===== src/logic/io_pkg.sv =====
`default_nettype none

package io_pkg;

    // ----------------------------------------------------------
    // widths with a meaning
    // ----------------------------------------------------------
    typedef logic [15:0] io_addr_t;   // port address, byte granular
    typedef logic [31:0] io_data_t;   // core word and bus word
    typedef logic [3:0]  io_be_t;     // one enable per byte lane
    typedef logic [2:0]  io_len_t;    // 1, 2 or 4 bytes

    // control FSM
    typedef enum logic [2:0] {
        ST_IDLE,
        ST_WRITE_1,
        ST_WRITE_2,
        ST_READ_1,
        ST_READ_2
    } io_state_t;

    // ----------------------------------------------------------
    // port map, windows are [lo, hi)
    // ----------------------------------------------------------
    localparam int PORT_RANGE_COUNT = 11;

    localparam io_addr_t PORT_RANGE_LO [PORT_RANGE_COUNT] = '{
        16'h0000, 16'h0040, 16'h0060, 16'h0080, 16'h00C0, 16'h01F0,
        16'h0220, 16'h0388, 16'h03B0, 16'h03F0, 16'h8888};

    localparam io_addr_t PORT_RANGE_HI [PORT_RANGE_COUNT] = '{
        16'h0010, 16'h0044, 16'h0068, 16'h00A0, 16'h00E0, 16'h01F8,
        16'h0230, 16'h038C, 16'h03E0, 16'h03F8, 16'h8890};

    // words where only the low 16 bits exist
    localparam int HALF_COUNT = 3;
    localparam io_addr_t HALF_PORTS [HALF_COUNT] = '{16'h0020, 16'h0070, 16'h00A0};

    localparam io_data_t IO_ONES = 32'hFFFF_FFFF;   // floating bus reads back high

endpackage

`default_nettype wire


===== src/logic/io_lane_split.sv =====
`timescale 1ns/10ps
`default_nettype none

module io_lane_split (
    input  wire io_pkg::io_addr_t req_address,
    input  wire io_pkg::io_len_t  req_length,
    input  wire io_pkg::io_data_t write_data,

    output io_pkg::io_be_t   be_first,      // lanes of the lower word
    output io_pkg::io_be_t   be_second,     // spill-over lanes, next word up
    output io_pkg::io_data_t data_first,
    output io_pkg::io_data_t data_second,
    output logic             two_phase
);

    logic [1:0]  offset;      // byte offset inside the word
    logic [3:0]  base_mask;   // lanes as if the access were aligned
    logic [7:0]  lane_mask;   // lanes over two adjacent words
    logic [63:0] data_wide;   // write data placed over two words

    assign offset = req_address[1:0];

    // ----------------------------------------------------------
    // lane mask from the length
    // ----------------------------------------------------------
    always_comb begin
        case (req_length)
            3'd1:    base_mask = 4'b0001;
            3'd2:    base_mask = 4'b0011;
            default: base_mask = 4'b1111;   // 4 bytes, other codes not issued
        endcase
    end

    // slide the mask up by the offset, upper nibble is the second word
    assign lane_mask = {4'b0000, base_mask} << offset;

    assign be_first  = lane_mask[3:0];
    assign be_second = lane_mask[7:4];   // zero when nothing spills

    // ----------------------------------------------------------
    // write data
    // ----------------------------------------------------------
    // byte 0 of the request lands on lane 'offset'
    assign data_wide = {32'd0, write_data} << {offset, 3'b000};

    assign data_first  = data_wide[31:0];
    assign data_second = data_wide[63:32];   // leftover bytes at the bottom

    // crossing a word boundary
    //   2 bytes only from offset 3
    //   4 bytes from any nonzero offset
    assign two_phase = (req_length == 3'd2 && offset == 2'd3) ||
                       (req_length == 3'd4 && offset != 2'd0);

endmodule

`default_nettype wire


===== src/logic/io_port_decode.sv =====
`timescale 1ns/10ps
`default_nettype none

module io_port_decode (
    input  wire io_pkg::io_addr_t bus_address,      // word aligned
    input  wire io_pkg::io_be_t   bus_byteenable,
    input  wire io_pkg::io_data_t bus_readdata,

    output logic             unmapped,
    output io_pkg::io_data_t readdata_fixed
);

    logic in_window;   // inside one of the full windows
    logic is_half;     // one of the 16-bit ports

    // ----------------------------------------------------------
    // port map lookup
    // ----------------------------------------------------------
    always_comb begin
        in_window = 1'b0;
        is_half   = 1'b0;
        for (int i = 0; i < io_pkg::PORT_RANGE_COUNT; i++) begin
            if (bus_address >= io_pkg::PORT_RANGE_LO[i] &&
                bus_address <  io_pkg::PORT_RANGE_HI[i]) begin
                in_window = 1'b1;
            end
        end
        for (int i = 0; i < io_pkg::HALF_COUNT; i++) begin
            if (bus_address == io_pkg::HALF_PORTS[i]) begin
                is_half = 1'b1;
            end
        end
    end

    // half ports only decode the low two lanes
    assign unmapped = !(in_window || (is_half && (|bus_byteenable[1:0])));

    // read patch
    assign readdata_fixed = unmapped ? io_pkg::IO_ONES :
                            is_half  ? {16'hFFFF, bus_readdata[15:0]} :   // upper half floats
                                       bus_readdata;

endmodule

`default_nettype wire


===== src/logic/io_read_merge.sv =====
`timescale 1ns/10ps
`default_nettype none

module io_read_merge (
    input  wire                   clk,
    input  wire                   rst,
    input  wire io_pkg::io_addr_t req_address,
    input  wire io_pkg::io_len_t  req_length,
    input  wire io_pkg::io_data_t readdata_fixed,
    input  wire                   load_first,
    input  wire                   load_second,

    output io_pkg::io_data_t read_data
);

    logic [1:0]       offset;
    logic [2:0]       first_cnt;     // bytes taken from the first word
    logic [2:0]       second_cnt;    // bytes still missing after it
    io_pkg::io_data_t first_word;
    io_pkg::io_data_t keep_mask;
    io_pkg::io_data_t take_mask;
    io_pkg::io_data_t second_word;

    assign offset     = req_address[1:0];
    assign first_cnt  = 3'd4 - {1'b0, offset};
    assign second_cnt = req_length - first_cnt;   // only meaningful when split

    // ----------------------------------------------------------
    // lane steering
    // ----------------------------------------------------------
    assign first_word = readdata_fixed >> {offset, 3'b000};   // request byte 0 to lane 0

    assign keep_mask   = ~(32'hFFFF_FFFF << {first_cnt, 3'b000});
    assign take_mask   = ~(32'hFFFF_FFFF << {second_cnt, 3'b000});
    assign second_word = (readdata_fixed & take_mask) << {first_cnt, 3'b000};

    always_ff @(posedge clk) begin
        if (rst) begin
            read_data <= '0;
        end else if (load_first) begin
            read_data <= first_word;
        end else if (load_second) begin
            read_data <= (read_data & keep_mask) | second_word;   // stitch halves
        end
    end

endmodule

`default_nettype wire


===== src/logic/io_bus_ctrl.sv =====
`timescale 1ns/10ps
`default_nettype none

module io_bus_ctrl (
    input  wire                   clk,
    input  wire                   rst,

    // core request
    input  wire                   read_do,
    input  wire io_pkg::io_addr_t read_address,
    input  wire io_pkg::io_len_t  read_length,
    input  wire                   write_do,
    input  wire io_pkg::io_addr_t write_address,
    input  wire io_pkg::io_len_t  write_length,
    input  wire                   cache_busy,
    output logic                  read_done,
    output logic                  write_done,

    // request seen by the splitter and the merge
    output io_pkg::io_addr_t      req_address,
    output io_pkg::io_len_t       req_length,

    input  wire io_pkg::io_be_t   be_first,
    input  wire io_pkg::io_be_t   be_second,
    input  wire io_pkg::io_data_t data_first,
    input  wire io_pkg::io_data_t data_second,
    input  wire                   two_phase,
    input  wire                   unmapped,

    // bus
    output io_pkg::io_addr_t      bus_address,
    output io_pkg::io_be_t        bus_byteenable,
    output logic                  bus_read,
    output logic                  bus_write,
    output io_pkg::io_data_t      bus_writedata,
    input  wire                   bus_waitrequest,
    input  wire                   bus_readdatavalid,

    output logic                  load_first,
    output logic                  load_second
);

    io_pkg::io_state_t state;
    io_pkg::io_addr_t  lat_address;   // request held for both phases
    io_pkg::io_len_t   lat_length;
    io_pkg::io_addr_t  next_address;
    logic              write_pick;
    logic              read_pick;
    logic              accept;
    logic              write_end;     // current write phase finishes
    logic              second_go;
    logic              read_reg;
    logic              write_reg;

    // ----------------------------------------------------------
    // request select, write first
    // ----------------------------------------------------------
    assign write_pick = write_do && !write_done && !cache_busy;
    assign read_pick  = !write_pick && read_do && !read_done && !cache_busy;
    assign accept     = (state == io_pkg::ST_IDLE) && (write_pick || read_pick);

    // idle shows the incoming request so phase one is ready at the accept edge
    assign req_address = (state != io_pkg::ST_IDLE) ? lat_address :
                         write_pick                 ? write_address : read_address;
    assign req_length  = (state != io_pkg::ST_IDLE) ? lat_length :
                         write_pick                 ? write_length : read_length;

    // unmapped phase finishes at once, no strobe
    assign write_end   = (state == io_pkg::ST_WRITE_1 || state == io_pkg::ST_WRITE_2) &&
                         (!bus_waitrequest || unmapped);
    assign load_first  = (state == io_pkg::ST_READ_1) && (bus_readdatavalid || unmapped);
    assign load_second = (state == io_pkg::ST_READ_2) && (bus_readdatavalid || unmapped);
    assign second_go   = two_phase &&
                         ((state == io_pkg::ST_WRITE_1 && write_end) || load_first);

    assign bus_read     = read_reg && !unmapped;
    assign bus_write    = write_reg && !unmapped;
    assign next_address = lat_address + 16'd4;   // following word

    // ----------------------------------------------------------
    // bus address, lanes and data per phase
    // ----------------------------------------------------------
    always_ff @(posedge clk) begin
        if (accept) begin
            lat_address    <= req_address;
            lat_length     <= req_length;
            bus_address    <= {req_address[15:2], 2'b00};
            bus_byteenable <= be_first;
            bus_writedata  <= data_first;
        end else if (second_go) begin
            bus_address    <= {next_address[15:2], 2'b00};
            bus_byteenable <= be_second;
            bus_writedata  <= data_second;
        end
    end

    // ----------------------------------------------------------
    // control FSM
    // ----------------------------------------------------------
    always_ff @(posedge clk) begin
        if (rst) begin
            state      <= io_pkg::ST_IDLE;
            read_reg   <= 1'b0;
            write_reg  <= 1'b0;
            read_done  <= 1'b0;
            write_done <= 1'b0;
        end else begin
            read_done  <= 1'b0;   // single-cycle pulses
            write_done <= 1'b0;
            case (state)
                io_pkg::ST_IDLE: begin
                    if (write_pick) begin
                        write_reg <= 1'b1;
                        state     <= io_pkg::ST_WRITE_1;
                    end else if (read_pick) begin
                        read_reg <= 1'b1;
                        state    <= io_pkg::ST_READ_1;
                    end
                end
                io_pkg::ST_WRITE_1, io_pkg::ST_WRITE_2: begin
                    if (write_end) begin
                        if (second_go) begin
                            state <= io_pkg::ST_WRITE_2;   // strobe stays up
                        end else begin
                            write_reg  <= 1'b0;
                            write_done <= 1'b1;
                            state      <= io_pkg::ST_IDLE;
                        end
                    end
                end
                io_pkg::ST_READ_1, io_pkg::ST_READ_2: begin
                    if (!bus_waitrequest || unmapped) begin
                        read_reg <= 1'b0;   // command taken, wait for data
                    end
                    if (second_go) begin
                        read_reg <= 1'b1;
                        state    <= io_pkg::ST_READ_2;
                    end else if (load_first || load_second) begin
                        read_reg  <= 1'b0;
                        read_done <= 1'b1;
                        state     <= io_pkg::ST_IDLE;
                    end
                end
                default: state <= io_pkg::ST_IDLE;
            endcase
        end
    end

endmodule

`default_nettype wire


===== src/logic/io_bridge.sv =====
`timescale 1ns/10ps
`default_nettype none

module io_bridge (
    input  wire                   clk,
    input  wire                   rst,

    // core side
    input  wire                   read_do,
    input  wire io_pkg::io_addr_t read_address,
    input  wire io_pkg::io_len_t  read_length,
    output io_pkg::io_data_t      read_data,
    output logic                  read_done,
    input  wire                   write_do,
    input  wire io_pkg::io_addr_t write_address,
    input  wire io_pkg::io_len_t  write_length,
    input  wire io_pkg::io_data_t write_data,
    output logic                  write_done,
    input  wire                   cache_busy,

    // Avalon-MM side
    output io_pkg::io_addr_t      bus_address,
    output io_pkg::io_be_t        bus_byteenable,
    output logic                  bus_read,
    output logic                  bus_write,
    output io_pkg::io_data_t      bus_writedata,
    input  wire                   bus_waitrequest,
    input  wire                   bus_readdatavalid,
    input  wire io_pkg::io_data_t bus_readdata
);

    io_pkg::io_addr_t req_address;
    io_pkg::io_len_t  req_length;
    io_pkg::io_be_t   be_first;
    io_pkg::io_be_t   be_second;
    io_pkg::io_data_t data_first;
    io_pkg::io_data_t data_second;
    io_pkg::io_data_t readdata_fixed;   // after port map patching
    logic             two_phase;
    logic             unmapped;
    logic             load_first;
    logic             load_second;

    // ----------------------------------------------------------
    // control
    // ----------------------------------------------------------
    io_bus_ctrl u_io_bus_ctrl (
        .clk, .rst,
        .read_do, .read_address, .read_length,
        .write_do, .write_address, .write_length,
        .cache_busy, .read_done, .write_done,
        .req_address, .req_length,
        .be_first, .be_second, .data_first, .data_second, .two_phase,
        .unmapped,
        .bus_address, .bus_byteenable, .bus_read, .bus_write, .bus_writedata,
        .bus_waitrequest, .bus_readdatavalid,
        .load_first, .load_second
    );

    // ----------------------------------------------------------
    // datapath
    // ----------------------------------------------------------
    io_lane_split u_io_lane_split (
        .req_address, .req_length, .write_data,
        .be_first, .be_second, .data_first, .data_second, .two_phase
    );

    io_port_decode u_io_port_decode (
        .bus_address, .bus_byteenable, .bus_readdata,
        .unmapped, .readdata_fixed
    );

    io_read_merge u_io_read_merge (
        .clk, .rst, .req_address, .req_length, .readdata_fixed,
        .load_first, .load_second, .read_data
    );

endmodule

`default_nettype wire


===== config.mk =====
export PLATFORM = sky130hd
export DESIGN_NAME = io_bridge
export DESIGN_NICKNAME = d
export VERILOG_FILES = /design/src/logic/io_pkg.sv /design/src/logic/io_lane_split.sv /design/src/logic/io_port_decode.sv /design/src/logic/io_read_merge.sv /design/src/logic/io_bus_ctrl.sv /design/src/logic/io_bridge.sv
export SDC_FILE = /design/constraint.sdc
export NUM_CORES = 1
export LEC_CHECK = 0
export ABC_AREA = 1
export BUFFER_PORTS_ARGS = -buffer_cell sky130_fd_sc_hd__buf_4
export CAP_MARGIN = 10
export CORE_MARGIN = 5
export CORE_UTILIZATION = 45
export DETAILED_ROUTE_END_ITERATION = 16
export PLACE_DENSITY = 0.7
export SETUP_SLACK_MARGIN = 0.02
export SLEW_MARGIN = 25
export SYNTH_ARGS = -nofsm -noshare
export SYNTH_HDL_FRONTEND = slang
export SYNTH_SLANG_ARGS = --single-unit

===== constraint.sdc =====
create_clock -name clk -period 13.25 [get_ports clk]
set_input_delay 3.3125 -clock clk [delete_from_list [all_inputs] [get_ports clk]]
set_output_delay 3.3125 -clock clk [all_outputs]
set_load 0.03 [all_outputs]

==> results.txt, run 1 <==
Final ANT Viol Nets = 0
Cell Area, Synth = 0.00735 mm2
FF-to-FF setup slack = 9.04 ns
Max-cap violations = 0
Unique cell type count in the Yosys netlist = 39
Status = completed
Die H = 138 um
Fin crit share = 0.489
Vias = 7809
CTS tree = done
Core ar. = 0.0159 mm2
H-tree depth = 3
Row count = 46
Ratio of cells with drive above 1 in the final layout = 0.203
Hpwl dp = 17.1 mm
Top Registers = u_io_bus_ctrl.bus_writedata (32), u_io_read_merge.read_data (24), u_io_bus_ctrl.lat_address (16)
Synth Warn # = 0
Ranking of synthesized cells by area = edfxtp_1 28%, nand2_1 14%, nand3_1 11%
Slew Viols, Final = 0
Largest net degree at the start of global routing = 93
First-pass GRT wire length = 37.0 mm
Worst Skew = 0.00488 ns
Pwr/cell area = 179 mW/mm2
Clock-pin transition on the worst setup and hold timing paths = 0.07 ns
Clock sinks = 108
Critical Path RT = 13.53 ns
DRT Pass-1 Iters = 5
Final Worst Setup Slack = 6.77 ns
Cts-stage hold buffer count = 0
Worst-Margin Slew = 1.02 ns
Pre-CTS setup slack = 6.48 ns
Initial Util = 0.461
Iteration-0 DRC Markers = 927
Cell type with the largest total area after synthesis = edfxtp_1
Post-Synthesis Cells = 1038
Max reg flops = 32
Reg2Reg Depth = 13
Clock Root Buffer = clkbuf_16
I/O Pins = 197
Vias in the first global route = 7051
Post-CTS Setup Repair Bufs = 0
Biggest register = u_io_bus_ctrl.bus_writedata
Total detailed-routing wirelength = 24.1 mm
Final setup vio count = 0
Max_slew headroom = 0.318
Post-cts resize count = 0
Buffer depth of the longest clock path = 2
Max Clk Rate = 154 MHz
HP Class = register to register
Layout overhead on the synthesized area = 25.4%
Via density = 5.51
Maximum fanout along the worst path = 19
Die Span X = 138 um
Syn Area/Cell = 7.08 um2
CP startpoint = cache_busy
TNS Setup = 0 ns
Final hold slack = 0.467 ns
Tmin final = 6.48 ns
Max VDD drop = 0.101 mV
LEAKAGE = 0.00433 uW
Worst r2r src = u_io_bus_ctrl.state[0]
Die ar. = 0.0190 mm2
Routed wire per std cell = 17.0 um
Total GRT Usage = 0.245
Crit end category = register
Worst setup SP type = primary input
Gr ovfl total = 0
PortBufs = 194
RSZ-0062 raised after global routing = no
Crit Path Category = primary input to register
Initial antenna violation count = 0
Number of buffers created by CTS = 9
Top-area cell type share of the netlist area = 0.282
DRC = 0
Final hold vios = 0
Worst-Skew Late Latency = 0.35 ns
Post-synth EDFFs = 69
Async set or reset register ratio after synthesis = 0
Nets = 1312
Crit path arrival time = 6.76 ns
Gpl congestion = 0.911
Prevailing post-synth register cell = edfxtp_1
Ant diodes = 0
Post-synthesis sequential area ratio = 0.388
#FFs+latches synth = 108
[through the flow]
stage	instance area (um2)	instances	utilization	total power, uW
3_3_place_gp	8900	1401	0.558	1340
5_1_grt	9220	1417	0.578	1750
3_5_place_dp	8900	1401	0.558	1350
6_report	9220	1417	0.578	1650
2_1_floorplan	7350	1039	-	1110
4_1_cts	9220	1417	0.578	1640
[synth_stat cells (3+ instances only)]
master and count:
nor2_1 74, nand3_1 161, edfxtp_1 69, nand4_1 5
o22ai_1 19, o21ai_0 65, nor2_2 3, buf_4 6
dfxtp_1 39, a21oi_1 49, xor2_1 9, mux2i_1 23
clkbuf_1 29, o221ai_1 8, inv_2 7, nand3b_1 13
buf_2 19, o211ai_1 9, a31oi_1 10, o21ai_1 3
buf_1 3, nor3_1 7, a22oi_1 11, nand2_1 280
inv_1 94, ha_1 6, nand2_2 4
[worst min path at each step]
stage | slack (ns) | cells after the start | to | startpoint
final | 0.47 | 2 | u_io_bus_ctrl.read_reg | u_io_bus_ctrl.read_reg
after global routing | 0.49 | 2 | u_io_bus_ctrl.read_reg | u_io_bus_ctrl.read_reg
after CTS | 0.47 | 2 | u_io_bus_ctrl.read_reg | u_io_bus_ctrl.read_reg
after detailed placement | 0.46 | 2 | u_io_bus_ctrl.write_reg | u_io_bus_ctrl.write_reg
after global placement | 0.45 | 2 | u_io_bus_ctrl.read_reg | u_io_bus_ctrl.read_reg
after floorplan | 0.44 | 2 | u_io_bus_ctrl.read_reg | u_io_bus_ctrl.read_reg
[area by class of cell]
class	count	area, um2
fillers	1501	6720
well taps	216	270
flip-flops and latches	108	2850
repair buffers	204	1530
inverters	102	383
clock inverters	6	86.3
clock buffers	10	229
multi-input cells	771	3870
[power breakdown]
| part | internal (uW) | leakage, uW | total [uW] | switching [uW] |
|---|---|---|---|---|
| clock network | 166 | 0.000154 | 293 | 127 |
| logic | 282 | 0.00320 | 877 | 595 |
| registers | 445 | 0.000977 | 478 | 33.0 |
[per-layer routing]
metal  GRT usage  wire length (um)  up-vias  share of wire
li1            -                 -     3835              -
met1       0.366             11000     3558           0.46
met2       0.359             10300      386           0.43
met3      0.0533              2440       30           0.10
met4      0.0637               387        0          0.016
met5           0                 0        -              0
[critical path, stage by stage]
cell and delay (ns):
buf_4 0.10, inv_1 0.08, nand3_1 0.17, inv_1 0.17, nor2_2 0.08, a221oi_4 0.23, buf_4 0.29, ha_1 0.59
fa_1 0.58, o21ai_2 0.61, nand3_1 0.17, nand3_1 0.13, nand3_1 0.09, a21oi_1 0.15
[cell usage in the layout, fill, tap and decap left out, types with 5 or more instances in the layout]
cell | synthesis | routed
nand2_1 | 280 | 278
buf_4 | 6 | 204
nand3_1 | 161 | 161
inv_1 | 94 | 93
nor2_1 | 74 | 74
edfxtp_1 | 69 | 69
o21ai_0 | 65 | 64
a21oi_1 | 49 | 49
dfxtp_1 | 39 | 39
mux2i_1 | 23 | 23
o22ai_1 | 19 | 19
nand3b_1 | 13 | 13
a22oi_1 | 11 | 11
a31oi_1 | 10 | 10
o211ai_1 | 9 | 9
xor2_1 | 9 | 9
clkbuf_16 | 0 | 9
inv_2 | 7 | 8
o221ai_1 | 8 | 8
nor3_1 | 7 | 7
nand2_2 | 4 | 6
ha_1 | 6 | 6
nand4_1 | 5 | 5
[logic make-up (layout without fill, tap and decap cells)]
logic type,Yosys count,after routing,share of synthesized area
XOR/XNOR,9,9,0.0107
buffers and inverters,160,322,0.0890
flip-flops,108,108,0.388
AO/OA/AOI/OAI,178,178,0.141
other,1,2,0.000510
multiplexers,23,23,0.0313
adder cells (fa/ha/maj),7,7,0.0129
AND/OR/NAND/NOR,552,552,0.326
Note: power is estimated with default switching activity, not from simulation.
==> run 2, diff against run 1 <==
PLACE_DENSITY = 0.73   (was 0.7)
clock period = 5.2 ns   (was 13.25 ns; I/O delays follow)
==> results.txt, run 2 (synthesis gave the netlist of run 1 again) <==
Status = completed
Final ANT Viol Nets = 0 (unchanged)
H-tree depth = 3 (unchanged)
M1 GR Usage = 0.359 (-0.00692)
Worst Skew = 0.0118 ns (+0.00693 ns)
Vias in the first global route = 7218 (+2.4%)
Crit Path Category = primary input to register
Row count = 46 (unchanged)
Die H = 138 um (unchanged)
Global routing's busiest layer = met2
Total detailed-routing wirelength = 24.4 mm (+1.5%)
Met3 Usage GRT = 0.0573 (+0.00402)
Met2 Track Usage GR = 0.387 (+0.0274)
Initial antenna violation count = 0 (unchanged)
Worst-Skew Late Latency = 0.36 ns (about the same)
DRC = 0 (unchanged)
Slew Viols, Final = 0 (unchanged)
Largest net degree at the start of global routing = 93 (unchanged)
Post-CTS Setup Repair Bufs = 0 (unchanged)
Tmin final = 4.49 ns
Final hold vios = 0 (unchanged)
Fin crit share = 0.864
Die Span X = 138 um (unchanged)
DRT Pass-1 Iters = 6 (+1)
Iteration-0 DRC Markers = 950 (+2.5%)
Hold path endpoint = u_io_bus_ctrl.read_reg
Gpl congestion = 0.935 (+2.6%)
First-pass GRT wire length = 37.7 mm (+2.0%)
Final hold slack = 0.466 ns (-0.00128 ns)
PortBufs = 194 (unchanged)
Critical-path top delay cell = a221oi_4
Top Registers = u_io_bus_ctrl.bus_writedata (32), u_io_read_merge.read_data (24), u_io_bus_ctrl.lat_address (16)
I/O Pins = 197 (unchanged)
Pwr/cell area = 456 mW/mm2 (+150%)
LEAKAGE = 0.00432 uW (-0.25%)
Max Clk Rate = 223 MHz
Vias = 7930 (+1.5%)
Via density = 5.60 (+1.5%)
RSZ-0062 raised after global routing = no
Reg2Reg Depth = 11 (-2)
Cts-stage hold buffer count = 0 (unchanged)
Clock-pin transition on the worst setup and hold timing paths = 0.08 ns (about the same)
Clock Root Buffer = clkbuf_16
Critical Path Max Stage Delay = 0.75 ns (+0.14 ns)
Clock sinks = 108 (unchanged)
Core ar. = 0.0159 mm2 (unchanged)
FF-to-FF setup slack = 1.15 ns (-7.89 ns)
Crit path cell chain = buf_4 > inv_1 > nand3_1 > inv_1 > nor2_2 > a221oi_4 > ha_1 > fa_1 > o21ai_2 > nand3_1 > nand3_1 > nand3_1 > a21oi_1
Max VDD drop = 0.300 mV (+200%)
Buf/Inv on CP = 3 (-1)
Hpwl dp = 17.4 mm (+1.6%)
Number of buffers created by CTS = 9 (unchanged)
Most common cell after layout, fill and taps aside = nand2_1
CTS tree = done
Worst setup SP type = primary input
CP dominant cell by count = nand3_1
Die ar. = 0.0190 mm2 (unchanged)
TNS Setup = 0 ns (unchanged)
Post-cts resize count = 0 (unchanged)
Maximum fanout along the worst path = 18 (-1)
Crit path arrival time = 4.79 ns (-1.97 ns)
Ratio of cells with drive above 1 in the final layout = 0.204 (+0.000833)
Max reg flops = 32 (unchanged)
Biggest register = u_io_bus_ctrl.bus_writedata
Hold path depth = 2 (unchanged)
Delay-heaviest family, CP = compound AO/OA/AOI/OAI gates
Nets = 1312 (unchanged)
Crit end category = register
Layout overhead on the synthesized area = 25.4% (about the same)
Most frequent cells in the layout = 278 x nand2_1, 203 x buf_4, 161 x nand3_1
Worst-Margin Slew = 1.04 ns (+0.0160 ns)
Initial Util = 0.461 (unchanged)
Critical Path RT = 5.50 ns (-8.03 ns)
HP Class = register to register
Worst r2r src = u_io_bus_ctrl.state[2]
Routed wire per std cell = 17.2 um (+1.5%)
Max-cap violations = 0 (unchanged)
Buffer depth of the longest clock path = 2 (unchanged)
Ant diodes = 0 (unchanged)
Final Worst Setup Slack = 0.707 ns (-6.07 ns)
Min-Delay Startpoint = u_io_bus_ctrl.read_reg
Max_slew headroom = 0.307 (-0.0114)
Pre-CTS setup slack = 0.402 ns (-6.08 ns)
Total GRT Usage = 0.253 (+0.00726)
Gr ovfl total = 0 (unchanged)
Final setup vio count = 0 (unchanged)
[run 2: cell count changes in the layout (fill, tap and decap cells not counted), sizes merged]
cell,change
inv,+2
bufinv,-1
clkinv,-3
clkinvlp,+2
[run 2: layout make-up]
cell class	instances	area (um2)
multi-input combinational	771	3870
tap	216	270
clock buffer	10	229
timing repair buffer	204	1540
clock inverter	6	71.3
fill	1526	6730
inverter	102	383
sequential	108	2850
[run 2: worst max-delay path by stage]
stage                           from                            end  slack, ns  cells after the start
after floorplan           cache_busy  u_io_bus_ctrl.bus_address[10]       0.51                     17
after global placement    cache_busy                       register       0.51                     13
after detailed placement  cache_busy                       register       0.40                     13
after CTS                 cache_busy                       register       0.79                     13
after global routing      cache_busy                       register       0.37                     13
final                     cache_busy                       register       0.71                     13
[run 2: metrics by stage]
step | cell area, um2 | std cells | util | power [uW]
after floorplan | 7350 | 1039 | - | 2840
after global placement | 8910 | 1401 | 0.559 | 3420
after detailed placement | 8910 | 1401 | 0.559 | 3450
after CTS | 9210 | 1417 | 0.578 | 4160
after global routing | 9220 | 1417 | 0.578 | 4470
final | 9220 | 1417 | 0.578 | 4200
[run 2: routing by layer]
layer	vias to the layer above	share of wire
met3	34	0.12
met5	-	0
met4	0	0.016
met1	3552	0.42
met2	506	0.45
li1	3838	-
[run 2: power by group]
group	total [uW]	switching [uW]	leakage, uW	internal (uW)
clock	714	334	0.000140	379
combinational	2270	1540	0.00320	731
sequential	1220	86.7	0.000977	1130
total	4200	1960	0.00432	2240
[run 2: worst reg2reg max path: stages (launching register included)]
cell and delay [ns]:
dfxtp_1 0.42, inv_1 0.06, nand2_1 0.37, nor2_2 0.18
a221oi_4 0.81, ha_1 0.41, fa_1 0.53, o21ai_2 0.67
nand3_1 0.18, nand3_1 0.14, nand3_1 0.08, a21oi_1 0.15
